===== src/common/bp_cplx_cfg.svh =====
`ifndef BP_CPLX_CFG_SVH
`define BP_CPLX_CFG_SVH

////////////////////
// complex size and widths
`define BP_NUM_CORE     2
`define BP_CORD_WIDTH   4
`define BP_CID_WIDTH    2
`define BP_LEN_WIDTH    2
`define BP_FLIT_WIDTH   32
`define BP_ADDR_WIDTH   16

// scratchpad depth in words per tile
`define BP_SPAD_ELS     16

// tile that shares its port with the enclave
`define BP_MMIO_POS     0

////////////////////
// address map
`define BP_SPACE_MASK   16'hF000
`define BP_CFG_BASE     16'h0000
`define BP_SOFT_BASE    16'h1000
`define BP_CMP_BASE     16'h2000
`define BP_MTIME_ADDR   16'h3000
`define BP_STATUS_ADDR  16'hF000

`endif


===== src/common/bp_mem_pkg.sv =====
`default_nettype none

`include "bp_cplx_cfg.svh"

package bp_mem_pkg;

  ////////////////////
  // memory message opcodes
  typedef enum logic [1:0]
  {
    e_mem_load       = 2'b00,
    e_mem_store      = 2'b01,
    e_mem_load_resp  = 2'b10,
    e_mem_store_resp = 2'b11
  } bp_mem_op_e;

  // decoded command held while a packet is being served
  // valid_data marks a payload that goes back in the response
  typedef struct packed
  {
    bp_mem_op_e                opcode;
    logic [`BP_ADDR_WIDTH-1:0] addr;
    logic [`BP_FLIT_WIDTH-1:0] data;
    logic [`BP_CID_WIDTH-1:0]  cid;
    logic                      valid_data;
  } bp_cmd_s;

  ////////////////////
  // configuration write from the enclave to one tile
  typedef struct packed
  {
    logic                      w_v;
    logic [`BP_ADDR_WIDTH-1:0] addr;
    logic [`BP_FLIT_WIDTH-1:0] data;
  } bp_cfg_s;

endpackage

`default_nettype wire


===== src/common/bp_noc_pkg.sv =====
`default_nettype none

`include "bp_cplx_cfg.svh"

package bp_noc_pkg;

  import bp_mem_pkg::*;

  // header bits left over after the named fields
  localparam int unsigned bp_hdr_pad_width = `BP_FLIT_WIDTH - `BP_CORD_WIDTH
                                             - `BP_CID_WIDTH - `BP_LEN_WIDTH
                                             - $bits(bp_mem_op_e) - `BP_ADDR_WIDTH;

  ////////////////////
  // ready-and link, one per direction
  // ready_and belongs to the flow going the other way
  typedef struct packed
  {
    logic                      v;
    logic                      ready_and;
    logic [`BP_FLIT_WIDTH-1:0] data;
  } bp_link_s;

  ////////////////////
  // wormhole header flit
  // len counts the flits behind the header
  typedef struct packed
  {
    logic [`BP_CORD_WIDTH-1:0] cord;
    logic [`BP_CID_WIDTH-1:0]  cid;
    logic [`BP_LEN_WIDTH-1:0]  len;
    bp_mem_op_e                opcode;
    logic [`BP_ADDR_WIDTH-1:0] addr;
    logic [bp_hdr_pad_width-1:0] pad;
  } bp_flit_hdr_s;

endpackage

`default_nettype wire


===== src/tile/bp_tile_node.sv =====
`timescale 1ns/100ps
`default_nettype none

`include "bp_cplx_cfg.svh"

module bp_tile_node
  import bp_noc_pkg::*;
  import bp_mem_pkg::*;
  #(parameter int unsigned core_p = 0)
  (
    input  wire logic     clk_i,
    input  wire logic     rst_i,

    input  wire bp_cfg_s  cfg_i,
    input  wire logic     soft_irq_i,
    input  wire logic     timer_irq_i,

    input  wire bp_link_s cmd_link_i,
    output bp_link_s      cmd_link_o,
    input  wire bp_link_s resp_link_i,
    output bp_link_s      resp_link_o
  );

  typedef enum logic [1:0]
  {
    e_idle,
    e_data,
    e_resp_hdr,
    e_resp_data
  } bp_tile_state_e;

  localparam int unsigned spad_idx_width_lp = $clog2(`BP_SPAD_ELS);
  localparam logic [`BP_CORD_WIDTH-1:0] my_cord_lp = core_p[`BP_CORD_WIDTH-1:0];

  bp_tile_state_e state_r, state_n;
  bp_cmd_s        cmd_r;
  bp_flit_hdr_s   cmd_hdr, resp_hdr;

  logic [`BP_FLIT_WIDTH-1:0] spad_r [`BP_SPAD_ELS];
  logic [`BP_FLIT_WIDTH-1:0] load_data;
  logic freeze_r;
  logic cmd_ready, cmd_hs, resp_hs, spad_w_v;

  assign cmd_hdr   = bp_flit_hdr_s'(cmd_link_i.data);
  assign cmd_ready = (state_r == e_idle) || (state_r == e_data);
  assign cmd_hs    = cmd_ready & cmd_link_i.v;
  assign resp_hs   = resp_link_o.v & resp_link_i.ready_and;

  // status word or scratchpad word, sampled when the header lands
  assign load_data = (cmd_hdr.addr == `BP_STATUS_ADDR)
                   ? {{(`BP_FLIT_WIDTH-3){1'b0}}, timer_irq_i, soft_irq_i, freeze_r}
                   : spad_r[cmd_hdr.addr[spad_idx_width_lp-1:0]];

  // frozen stores are dropped here but still answered
  assign spad_w_v = (state_r == e_data) && cmd_hs && !freeze_r
                    && (cmd_r.addr != `BP_STATUS_ADDR);

  ////////////////////
  // packet FSM
  always_comb
  begin
    state_n = state_r;
    case (state_r)
      e_idle:
        if (cmd_hs)
          state_n = (cmd_hdr.len != '0) ? e_data : e_resp_hdr;
      e_data:
        if (cmd_hs)
          state_n = e_resp_hdr;
      e_resp_hdr:
        if (resp_hs)
          state_n = cmd_r.valid_data ? e_resp_data : e_idle;
      default:
        if (resp_hs)
          state_n = e_idle;
    endcase
  end

  always_ff @(posedge clk_i)
  begin
    if (rst_i)
      state_r <= e_idle;
    else
      state_r <= state_n;
  end

  always_ff @(posedge clk_i)
  begin
    if (rst_i)
      freeze_r <= 1'b0;
    else if (cfg_i.w_v && (cfg_i.addr == '0))
      freeze_r <= cfg_i.data[0];
  end

  always_ff @(posedge clk_i)
  begin
    if ((state_r == e_idle) && cmd_hs)
    begin
      cmd_r.opcode     <= cmd_hdr.opcode;
      cmd_r.addr       <= cmd_hdr.addr;
      cmd_r.cid        <= cmd_hdr.cid;
      cmd_r.valid_data <= (cmd_hdr.opcode == e_mem_load);
      cmd_r.data       <= load_data;
    end
    if (spad_w_v)
      spad_r[cmd_r.addr[spad_idx_width_lp-1:0]] <= cmd_link_i.data;
  end

  ////////////////////
  // link outputs
  always_comb
  begin
    resp_hdr        = '0;
    resp_hdr.cord   = my_cord_lp;
    resp_hdr.cid    = cmd_r.cid;
    resp_hdr.len    = cmd_r.valid_data ? `BP_LEN_WIDTH'(1) : '0;
    resp_hdr.opcode = cmd_r.valid_data ? e_mem_load_resp : e_mem_store_resp;
    resp_hdr.addr   = cmd_r.addr;

    resp_link_o.v         = (state_r == e_resp_hdr) || (state_r == e_resp_data);
    resp_link_o.data      = (state_r == e_resp_data) ? cmd_r.data : resp_hdr;
    // the tile never takes responses in
    resp_link_o.ready_and = 1'b0;

    cmd_link_o.v         = 1'b0;
    cmd_link_o.data      = '0;
    cmd_link_o.ready_and = cmd_ready;
  end

endmodule

`default_nettype wire


===== src/concentrator/bp_wormhole_concentrator.sv =====
`timescale 1ns/100ps
`default_nettype none

`include "bp_cplx_cfg.svh"

module bp_wormhole_concentrator
  import bp_noc_pkg::*;
  (
    input  wire logic           clk_i,
    input  wire logic           rst_i,

    // index 0 is the tile side, index 1 the enclave side
    input  wire bp_link_s [1:0] links_i,
    output bp_link_s      [1:0] links_o,

    input  wire bp_link_s       concentrated_link_i,
    output bp_link_s            concentrated_link_o
  );

  bp_flit_hdr_s out_hdr, in_hdr;

  logic                     out_lock_v_r, out_lock_sel_r, rr_last_r;
  logic [`BP_LEN_WIDTH-1:0] out_cnt_r;
  logic                     out_sel, out_hs;

  logic                     in_lock_v_r, in_lock_sel_r;
  logic [`BP_LEN_WIDTH-1:0] in_cnt_r;
  logic                     in_sel, in_hs;

  ////////////////////
  // outbound merge
  always_comb
  begin
    if (out_lock_v_r)
      out_sel = out_lock_sel_r;
    else if (links_i[0].v && links_i[1].v)
      out_sel = ~rr_last_r;
    else
      out_sel = links_i[1].v;
  end

  assign out_hdr = bp_flit_hdr_s'(links_i[out_sel].data);
  assign out_hs  = concentrated_link_o.v & concentrated_link_i.ready_and;

  // lock holds the winner from header to last flit
  always_ff @(posedge clk_i)
  begin
    if (rst_i)
    begin
      out_lock_v_r   <= 1'b0;
      out_lock_sel_r <= 1'b0;
      out_cnt_r      <= '0;
      rr_last_r      <= 1'b1;
    end
    else if (out_hs)
    begin
      if (!out_lock_v_r)
      begin
        rr_last_r      <= out_sel;
        out_lock_sel_r <= out_sel;
        out_lock_v_r   <= (out_hdr.len != '0);
        out_cnt_r      <= out_hdr.len;
      end
      else
      begin
        out_cnt_r    <= out_cnt_r - 1'b1;
        out_lock_v_r <= (out_cnt_r != `BP_LEN_WIDTH'(1));
      end
    end
  end

  ////////////////////
  // inbound split
  assign in_hdr = bp_flit_hdr_s'(concentrated_link_i.data);
  // cid 0 goes to the tile, anything else to the enclave
  assign in_sel = in_lock_v_r ? in_lock_sel_r : (in_hdr.cid != '0);
  assign in_hs  = concentrated_link_i.v & concentrated_link_o.ready_and;

  always_ff @(posedge clk_i)
  begin
    if (rst_i)
    begin
      in_lock_v_r   <= 1'b0;
      in_lock_sel_r <= 1'b0;
      in_cnt_r      <= '0;
    end
    else if (in_hs)
    begin
      if (!in_lock_v_r)
      begin
        in_lock_sel_r <= in_sel;
        in_lock_v_r   <= (in_hdr.len != '0);
        in_cnt_r      <= in_hdr.len;
      end
      else
      begin
        in_cnt_r    <= in_cnt_r - 1'b1;
        in_lock_v_r <= (in_cnt_r != `BP_LEN_WIDTH'(1));
      end
    end
  end

  ////////////////////
  // zero latency muxing
  always_comb
  begin
    concentrated_link_o.v         = links_i[out_sel].v;
    concentrated_link_o.data      = links_i[out_sel].data;
    concentrated_link_o.ready_and = links_i[in_sel].ready_and;

    for (int k = 0; k < 2; k++)
    begin
      links_o[k].v         = concentrated_link_i.v && (in_sel == k);
      links_o[k].data      = concentrated_link_i.data;
      links_o[k].ready_and = concentrated_link_i.ready_and && (out_sel == k);
    end
  end

endmodule

`default_nettype wire


===== src/mmio/bp_mmio_enclave.sv =====
`timescale 1ns/100ps
`default_nettype none

`include "bp_cplx_cfg.svh"

module bp_mmio_enclave
  import bp_noc_pkg::*;
  import bp_mem_pkg::*;
  (
    input  wire logic                 clk_i,
    input  wire logic                 rst_i,

    input  wire bp_link_s             cmd_link_i,
    output bp_link_s                  cmd_link_o,
    input  wire bp_link_s             resp_link_i,
    output bp_link_s                  resp_link_o,

    output bp_cfg_s [`BP_NUM_CORE-1:0] cfg_o,
    output logic    [`BP_NUM_CORE-1:0] soft_irq_o,
    output logic    [`BP_NUM_CORE-1:0] timer_irq_o
  );

  typedef enum logic [1:0]
  {
    e_idle,
    e_data,
    e_resp_hdr,
    e_resp_data
  } bp_mmio_state_e;

  localparam int unsigned core_idx_width_lp = (`BP_NUM_CORE > 1) ? $clog2(`BP_NUM_CORE) : 1;
  localparam int unsigned mmio_pos_lp = `BP_MMIO_POS;

  bp_mmio_state_e state_r, state_n;
  bp_cmd_s        cmd_r;
  bp_flit_hdr_s   cmd_hdr, resp_hdr;

  logic [`BP_FLIT_WIDTH-1:0]                   mtime_r, load_data;
  logic [`BP_NUM_CORE-1:0][`BP_FLIT_WIDTH-1:0] mtimecmp_r;
  logic [`BP_NUM_CORE-1:0]                     soft_irq_r, cfg_w_v_r;
  logic [`BP_ADDR_WIDTH-1:0]                   cfg_addr_r, space;
  logic [`BP_FLIT_WIDTH-1:0]                   cfg_data_r;
  logic cmd_ready, cmd_hs, resp_hs, store_v;

  assign cmd_hdr   = bp_flit_hdr_s'(cmd_link_i.data);
  assign cmd_ready = (state_r == e_idle) || (state_r == e_data);
  assign cmd_hs    = cmd_ready & cmd_link_i.v;
  assign resp_hs   = resp_link_o.v & resp_link_i.ready_and;
  assign store_v   = (state_r == e_data) && cmd_hs;
  assign space     = cmd_r.addr & `BP_SPACE_MASK;

  // read value taken at header time so it holds under back-pressure
  always_comb
  begin
    load_data = '0;
    if (cmd_hdr.addr == `BP_MTIME_ADDR)
      load_data = mtime_r;
    else if ((cmd_hdr.addr & `BP_SPACE_MASK) == `BP_CMP_BASE)
      load_data = mtimecmp_r[cmd_hdr.addr[core_idx_width_lp-1:0]];
  end

  ////////////////////
  // packet FSM
  always_comb
  begin
    state_n = state_r;
    case (state_r)
      e_idle:
        if (cmd_hs)
          state_n = (cmd_hdr.len != '0) ? e_data : e_resp_hdr;
      e_data:
        if (cmd_hs)
          state_n = e_resp_hdr;
      e_resp_hdr:
        if (resp_hs)
          state_n = cmd_r.valid_data ? e_resp_data : e_idle;
      default:
        if (resp_hs)
          state_n = e_idle;
    endcase
  end

  always_ff @(posedge clk_i)
  begin
    if (rst_i)
    begin
      state_r    <= e_idle;
      mtime_r    <= '0;
      soft_irq_r <= '0;
      cfg_w_v_r  <= '0;
      mtimecmp_r <= '1;
    end
    else
    begin
      state_r <= state_n;
      mtime_r <= mtime_r + 1'b1;
      for (int c = 0; c < `BP_NUM_CORE; c++)
      begin
        // cfg strobe lasts one cycle, core picked by bits 11:8
        cfg_w_v_r[c] <= store_v && (space == `BP_CFG_BASE) && (cmd_r.addr[11:8] == c);
        if (store_v && (space == `BP_SOFT_BASE)
            && (cmd_r.addr[core_idx_width_lp-1:0] == c))
          soft_irq_r[c] <= cmd_link_i.data[0];
        if (store_v && (space == `BP_CMP_BASE)
            && (cmd_r.addr[core_idx_width_lp-1:0] == c))
          mtimecmp_r[c] <= cmd_link_i.data;
      end
    end
  end

  always_ff @(posedge clk_i)
  begin
    if ((state_r == e_idle) && cmd_hs)
    begin
      cmd_r.opcode     <= cmd_hdr.opcode;
      cmd_r.addr       <= cmd_hdr.addr;
      cmd_r.cid        <= cmd_hdr.cid;
      cmd_r.valid_data <= (cmd_hdr.opcode == e_mem_load);
      cmd_r.data       <= load_data;
    end
    if (store_v)
    begin
      cfg_addr_r <= {8'h00, cmd_r.addr[7:0]};
      cfg_data_r <= cmd_link_i.data;
    end
  end

  ////////////////////
  // outputs
  always_comb
  begin
    for (int c = 0; c < `BP_NUM_CORE; c++)
    begin
      cfg_o[c].w_v   = cfg_w_v_r[c];
      cfg_o[c].addr  = cfg_addr_r;
      cfg_o[c].data  = cfg_data_r;
      timer_irq_o[c] = (mtime_r >= mtimecmp_r[c]);
    end
    soft_irq_o = soft_irq_r;

    resp_hdr        = '0;
    resp_hdr.cord   = mmio_pos_lp[`BP_CORD_WIDTH-1:0];
    resp_hdr.cid    = cmd_r.cid;
    resp_hdr.len    = cmd_r.valid_data ? `BP_LEN_WIDTH'(1) : '0;
    resp_hdr.opcode = cmd_r.valid_data ? e_mem_load_resp : e_mem_store_resp;
    resp_hdr.addr   = cmd_r.addr;

    resp_link_o.v         = (state_r == e_resp_hdr) || (state_r == e_resp_data);
    resp_link_o.data      = (state_r == e_resp_data) ? cmd_r.data : resp_hdr;
    resp_link_o.ready_and = 1'b0;

    cmd_link_o.v         = 1'b0;
    cmd_link_o.data      = '0;
    cmd_link_o.ready_and = cmd_ready;
  end

endmodule

`default_nettype wire


===== src/source/bp_core_complex.sv =====
`timescale 1ns/100ps
`default_nettype none

`include "bp_cplx_cfg.svh"

module bp_core_complex
  import bp_noc_pkg::*;
  import bp_mem_pkg::*;
  (
    input  wire logic                          clk_i,
    input  wire logic                          rst_i,

    input  wire bp_link_s [`BP_NUM_CORE-1:0]   cmd_link_i,
    output bp_link_s      [`BP_NUM_CORE-1:0]   cmd_link_o,

    input  wire bp_link_s [`BP_NUM_CORE-1:0]   resp_link_i,
    output bp_link_s      [`BP_NUM_CORE-1:0]   resp_link_o
  );

  bp_cfg_s [`BP_NUM_CORE-1:0] cfg_lo;
  logic    [`BP_NUM_CORE-1:0] soft_irq_lo;
  logic    [`BP_NUM_CORE-1:0] timer_irq_lo;

  wire bp_link_s [`BP_NUM_CORE-1:0] tile_cmd_link_li;
  wire bp_link_s [`BP_NUM_CORE-1:0] tile_cmd_link_lo;
  wire bp_link_s [`BP_NUM_CORE-1:0] tile_resp_link_li;
  wire bp_link_s [`BP_NUM_CORE-1:0] tile_resp_link_lo;

  wire bp_link_s mmio_cmd_link_li;
  wire bp_link_s mmio_cmd_link_lo;
  wire bp_link_s mmio_resp_link_li;
  wire bp_link_s mmio_resp_link_lo;

  bp_mmio_enclave mmio
  (
    .clk_i       (clk_i),
    .rst_i       (rst_i),
    .cmd_link_i  (mmio_cmd_link_li),
    .cmd_link_o  (mmio_cmd_link_lo),
    .resp_link_i (mmio_resp_link_li),
    .resp_link_o (mmio_resp_link_lo),
    .cfg_o       (cfg_lo),
    .soft_irq_o  (soft_irq_lo),
    .timer_irq_o (timer_irq_lo)
  );

  for (genvar i = 0; i < `BP_NUM_CORE; i++)
  begin : core
    bp_tile_node #(.core_p(i)) tile
    (
      .clk_i       (clk_i),
      .rst_i       (rst_i),
      .cfg_i       (cfg_lo[i]),
      .soft_irq_i  (soft_irq_lo[i]),
      .timer_irq_i (timer_irq_lo[i]),
      .cmd_link_i  (tile_cmd_link_li[i]),
      .cmd_link_o  (tile_cmd_link_lo[i]),
      .resp_link_i (tile_resp_link_li[i]),
      .resp_link_o (tile_resp_link_lo[i])
    );

    if (i == `BP_MMIO_POS)
    begin : conc
      // index 0 is the tile, index 1 the enclave
      bp_link_s [1:0] cmd_local_li, cmd_local_lo;
      bp_link_s [1:0] resp_local_li, resp_local_lo;

      assign cmd_local_li  = {mmio_cmd_link_lo, tile_cmd_link_lo[i]};
      assign resp_local_li = {mmio_resp_link_lo, tile_resp_link_lo[i]};
      assign {mmio_cmd_link_li, tile_cmd_link_li[i]}   = cmd_local_lo;
      assign {mmio_resp_link_li, tile_resp_link_li[i]} = resp_local_lo;

      bp_wormhole_concentrator cmd_concentrator
      (
        .clk_i               (clk_i),
        .rst_i               (rst_i),
        .links_i             (cmd_local_li),
        .links_o             (cmd_local_lo),
        .concentrated_link_i (cmd_link_i[i]),
        .concentrated_link_o (cmd_link_o[i])
      );

      bp_wormhole_concentrator resp_concentrator
      (
        .clk_i               (clk_i),
        .rst_i               (rst_i),
        .links_i             (resp_local_li),
        .links_o             (resp_local_lo),
        .concentrated_link_i (resp_link_i[i]),
        .concentrated_link_o (resp_link_o[i])
      );
    end
    else
    begin : no_conc
      assign tile_cmd_link_li[i]  = cmd_link_i[i];
      assign cmd_link_o[i]        = tile_cmd_link_lo[i];
      assign tile_resp_link_li[i] = resp_link_i[i];
      assign resp_link_o[i]       = tile_resp_link_lo[i];
    end
  end

endmodule

`default_nettype wire


===== config.mk =====
export PLATFORM = sky130hd
export DESIGN_NAME = bp_core_complex
export DESIGN_NICKNAME = d
export VERILOG_FILES = /design/src/common/bp_mem_pkg.sv /design/src/common/bp_noc_pkg.sv /design/src/tile/bp_tile_node.sv /design/src/concentrator/bp_wormhole_concentrator.sv /design/src/mmio/bp_mmio_enclave.sv /design/src/source/bp_core_complex.sv
export VERILOG_INCLUDE_DIRS = /design/src /design/src/common
export SDC_FILE = /design/constraint.sdc
export NUM_CORES = 1
export LEC_CHECK = 0
export BUFFER_PORTS_ARGS = -buffer_cell sky130_fd_sc_hd__buf_2
export CAP_MARGIN = 20
export CORE_ASPECT_RATIO = 2
export CORE_MARGIN = 10
export CORE_UTILIZATION = 55
export CTS_CLUSTER_DIAMETER = 50
export DETAILED_ROUTE_END_ITERATION = 8
export MAX_ROUTING_LAYER = met4
export PLACE_DENSITY = 0.73
export SYNTH_ARGS = -nofsm -noshare
export SYNTH_HDL_FRONTEND = slang
export SYNTH_HIERARCHICAL = 1
export SYNTH_SLANG_ARGS = --single-unit

===== constraint.sdc =====
create_clock -name clk_i -period 8.26 [get_ports clk_i]
set_input_delay 0.413 -clock clk_i [delete_from_list [all_inputs] [get_ports clk_i]]
set_output_delay 0.413 -clock clk_i [all_outputs]
set_load 0.01 [all_outputs]

# --- Word-level counts from Yosys, hierarchy flattened ---
# Memory sizes are Yosys's and may differ from the RTL's.
# Cells that the tools add are included.
totals:
  ff_bits: 287
  mem_bits_rw: 1024
  inputBits: 138
  out_inout_bits: 136
  word_cells: 222
  memories: 2
memory_table:
  columns: ["name", "depth", "word_bits", "read_ports", "rd_ports_with_merged_regs", "write_ports", "line_no", "text"]
  rows:
  - ["core[0].tile.spad_r", 16, 32, 1, 0, 1, "bp_tile_node.sv:39", "logic [`BP_FLIT_WIDTH-1:0] spad_r [`BP_SPAD_ELS];"]
  - ["core[1].tile.spad_r", 16, 32, 1, 0, 1, "bp_tile_node.sv:39", null]
op_classes:
  addsub: 5
  n_lt_le_gt_ge: 7
  n_eq_ne: 31
  mux: 60
  bitwise: 18
  reduce_logical: 59
op_table:
  columns: ["cell", "count"]
  rows:
  - ["$mux W32", 8]
  - ["$mux W33", 4]
  - ["$mux W34", 3]
  - ["$ge A32 B32 Y1", 2]
  - ["$mux W2", 21]
  - ["$add A32 B1 Y32 const B", 1]
  - ["$eq A16 B16 Y1 const B", 2]
  - ["$logic_not A16 Y1", 2]
  - ["$ne A16 B16 Y1 const B", 2]
  - ["$logic_and A1 B1 Y1", 26]
  - ["$ne A2 B1 Y1 const B", 13]
  - ["$mux W1", 19]
  - ["$pmux W2 S3", 3]
  - ["$eq A16 B14 Y1 const B", 1]
  - ["$reduce_bool A2 Y1", 7]
  - ["$eq A2 B2 Y1 const B", 6]
  - ["$reduce_and A4 Y1", 3]
  - ["$and A1 B1 Y1", 10]
  - ["$logic_not A2 Y1", 5]
  - ["$lt A1 B2 Y1 const B", 5]
  - ["$reduce_bool A3 Y1", 3]
  - ["$eq A4 B1 Y1 const B", 2]
  - ["$eq A4 B2 Y1 const B", 2]
  - ["$not A1 Y1", 8]
  - ["7 further kinds", 22]

# --- Depth between registers and ports, before layout ---
depth:
  depth_word: 10
  ltp_mapped: 11
  ltp_nobuf: 9

# --- By module ---
# Netlist, hierarchy kept.
modules_own_cells:
  columns: ["mod", "n_inst", "cells_per_inst", "area_per_inst_um2", "seq_area_each_um2"]
  rows:
  - ["bp_tile_node (core[0].tile)", 1, 1003, 22024.9, 16966.3]
  - ["bp_tile_node (core[1].tile)", 1, 1016, 21981.1, 16966.3]
  - ["bp_mmio_enclave", 1, 974, 9873.2, 4774.6]
  - ["bp_wormhole_concentrator", 2, 178, 1497.7, 180.2]

# --- Worst setup path before layout ---
# OpenSTA, ideal clock, no wires.
synth_path:
  kind: "input to register"
  start: "input cmd_link_i[27] in the netlist's numbering"
  end: "memory core[0].tile/spad_r[0][0] in the netlist's numbering, enable pin"
  setup_ns: 0.595
  t_arrival_ns: 6.553
  required_ns: 7.665
  setup_slack_ns: 1.112
  path_stages: 5
  path_buffers: 0
  path_cell_list: "or3_1 -> a21oi_1 -> nand4bb_1 -> or3_1 -> a2111oi_0"
synth_rtl:
  columns: ["element", "line_no", "text"]
  rows:
  - ["start, declared", "bp_core_complex.sv:13", "input wire bp_link_s [`BP_NUM_CORE-1:0] cmd_link_i,"]
  - ["end, declared", "bp_tile_node.sv:39", null]

==> impl_metrics.env <==
export IMPL_synthToLayoutAreaGrowth_pct=9.05
export IMPL_core_area_um2=99700
export IMPL_multi_input_area_um2=15100
export IMPL_reg2reg_from="core[0].conc.cmd_concentrator/in_lock_v_r"
export IMPL_htree_levels=3
export IMPL_grt_ovfl_total=0
export IMPL_setup_viol=0
export IMPL_drt_wl_total_um=127000
export IMPL_clk_pin_slew_ns=0.07
export IMPL_grt_max_degree=101
export IMPL_cp_endpoint="core[0].tile/spad_r[3][25]"
export IMPL_via_per_inst=6.09
export IMPL_yosys_warnings=6
export IMPL_rsz0062_at_grt="false"
export IMPL_post_cts_resized=0
export IMPL_grt_pass1_wl_um=190000
export IMPL_leakage_nw=20.8
export IMPL_path_max_fanout=22
export IMPL_r2r_setup_slack_ns=4.25
export IMPL_cts_root_buf="clkbuf_16"
export IMPL_dr_first_iter_drc_count=2473
export IMPL_fin_crit_ns=4.01
export IMPL_critPathArrivalTime_ns=4.40
export IMPL_max_vdd_ir_drop_mv=0.243
export IMPL_cts_sinks=1312
export IMPL_drc=0
export IMPL_cp_start_kind="flop"
export IMPL_ant_nets=0
export IMPL_holdBufCountCts=0
export IMPL_regArea_um2=38100
export IMPL_finalHoldViolations=0
export IMPL_synthCells=3219
export IMPL_antenna_found_initial=8
export IMPL_syn_area_per_cell_um2=17.2
export IMPL_syn_area_um2=55200
export IMPL_min_path_type="primary input to flop"
export IMPL_clock_fmax_ghz=0.249
export IMPL_skew_ns=0.0432
export IMPL_total_power_mw=13.5
export IMPL_tightestPinTransition_ns=1.10
export IMPL_cts_path_max_buffers=3
export IMPL_track_usage=0.230
export IMPL_reg2reg_depth=7
export IMPL_pwr_density_cell_nw_per_um2=224
export IMPL_worstSkewPairLatency_ns=0.76
export IMPL_reg2reg_to="core[0].tile/spad_r[3][25]"
export IMPL_wl_per_cell_um=26.9
export IMPL_fp_dieH_um=468
export IMPL_status="finished, final reports clean"
export IMPL_critPathLaunch="core[0].conc.cmd_concentrator/in_lock_v_r"
export IMPL_grt_pass1_vias=30600
export IMPL_drt_pass1_iter_count=5
export IMPL_end_kind="flop"
export IMPL_pin_count=274
export IMPL_start_util=0.554
export IMPL_fin_util=0.604
export IMPL_fin_tns_setup_ns=0
export IMPL_final_max_slew_viol_count=0
export IMPL_final_period_utilization=0.486
export IMPL_worstPathRequired_ns=8.65
export IMPL_die_area_um2=114000
export IMPL_cts_tree="yes"
export IMPL_cap_violations=0
export IMPL_fin_nets=3507
export IMPL_rows=164
export IMPL_hpwl_um=79500
export IMPL_port_buffers=143
export IMPL_criticalPathCategory="flop to flop"
export IMPL_die_w_um=244
export IMPL_vias=28800
export IMPL_drive_gt1_frac=0.249
export IMPL_post_cts_repair_setup_buffers=0
export IMPL_gp_congestion=0.865
export IMPL_nFillCells=7125
export IMPL_cts_buffers=110
export IMPL_relSlewSlack=0.266
==> where the power goes <==
group / switching [mW] / internal [mW] / leakage (nW)
Combinational: 0.550 / 0.326 / 7.28
Clock: 2.36 / 2.84 / 1.74
Sequential: 0.0619 / 7.37 / 11.8
==> sequential cells by signal, summed over array words and instances (netlist names), 4 cells and up <==
name and cells:
mmio/mtime_r 32, core.tile/spad_r 1024, mmio/cfg_addr_r 8, core.tile/cmd_r 102
mmio/cmd_r 51, core.tile/state_r 4, mmio/mtimecmp_r 64
==> layout by cell type (no fill, tap or decap), drive strengths merged, types with 34 or more instances in the layout <==
cell type / count
o22ai: 34
conb: 118
nor2: 105
buf: 205
edfxtp: 1186
clkbuf: 135
mux2: 161
mux2i: 141
o21ai: 82
nand2: 178
and3: 38
inv: 105
o211ai: 63
clkinv: 44
mux4: 246
ha: 69
a21oi: 41
dfxtp: 126
==> per-stage QoR <==
stage	hold WS [ns]	std cells	area (um2)	setup WS, ns
5_1_grt	0.0528	4727	60200	4.13
3_3_place_gp	0.433	4514	56500	4.08
3_5_place_dp	0.440	4514	56500	3.98
6_report	0.0401	4728	60200	4.25
4_1_cts	0.000528	4717	60100	4.24
2_1_floorplan	0.420	3334	55600	1.11
==> cell type report <==
class | count | share of cell area
Sequential cell | 1312 | 0.633
Multi-Input combinational cell | 1572 | 0.252
Clock buffer | 134 | 0.0476
Tap cell | 1328 | 0.0276
Timing Repair Buffer | 206 | 0.0211
Clock inverter | 69 | 0.0123
Inverter | 98 | 0.00611
Antenna cell | 9 | 0.000374
==> layer usage <==
layer / track usage / part of all wire / vias to the layer above
met3: 0.0344 / 0.059 / 298
met2: 0.418 / 0.56 / 1108
met1: 0.240 / 0.34 / 14900
li1: - / - / 12500
met4: 0.112 / 0.045 / 0
met5: - / 0 / -
==> how the worst min path moves through the flow <==
| stage | from | to | slack, ns | cells past startpoint |
|---|---|---|---|---|
| after CTS | resp_link_i[32] | core[0].conc.resp_concentrator/out_cnt_r[1] | 0.0005 | 3 |
| after global routing | cmd_link_i[63] | core[1].tile/spad_r[11][29] | 0.05 | 1 |
| after floorplan | mmio/cmd_r[36] | mmio/cfg_addr_r[1] | 0.42 | 0 |
| after global placement | mmio/cmd_r[41] | mmio/cfg_addr_r[6] | 0.43 | 0 |
| final | resp_link_i[32] | core[0].conc.resp_concentrator/out_cnt_r[1] | 0.04 | 3 |
| after detailed placement | mmio/cmd_r[41] | mmio/cfg_addr_r[6] | 0.44 | 0 |
==> worst max-delay path, cell delays in order (launching register included) <==
cell	delay [ns]
dfxtp_1	0.38
or3_1	0.43
a21oi_1	0.49
nand4bb_1	0.45
inv_1	0.15
nand3_1	0.33
nor3_2	0.89
buf_4	0.51
Power figures use the tool's default switching activity.
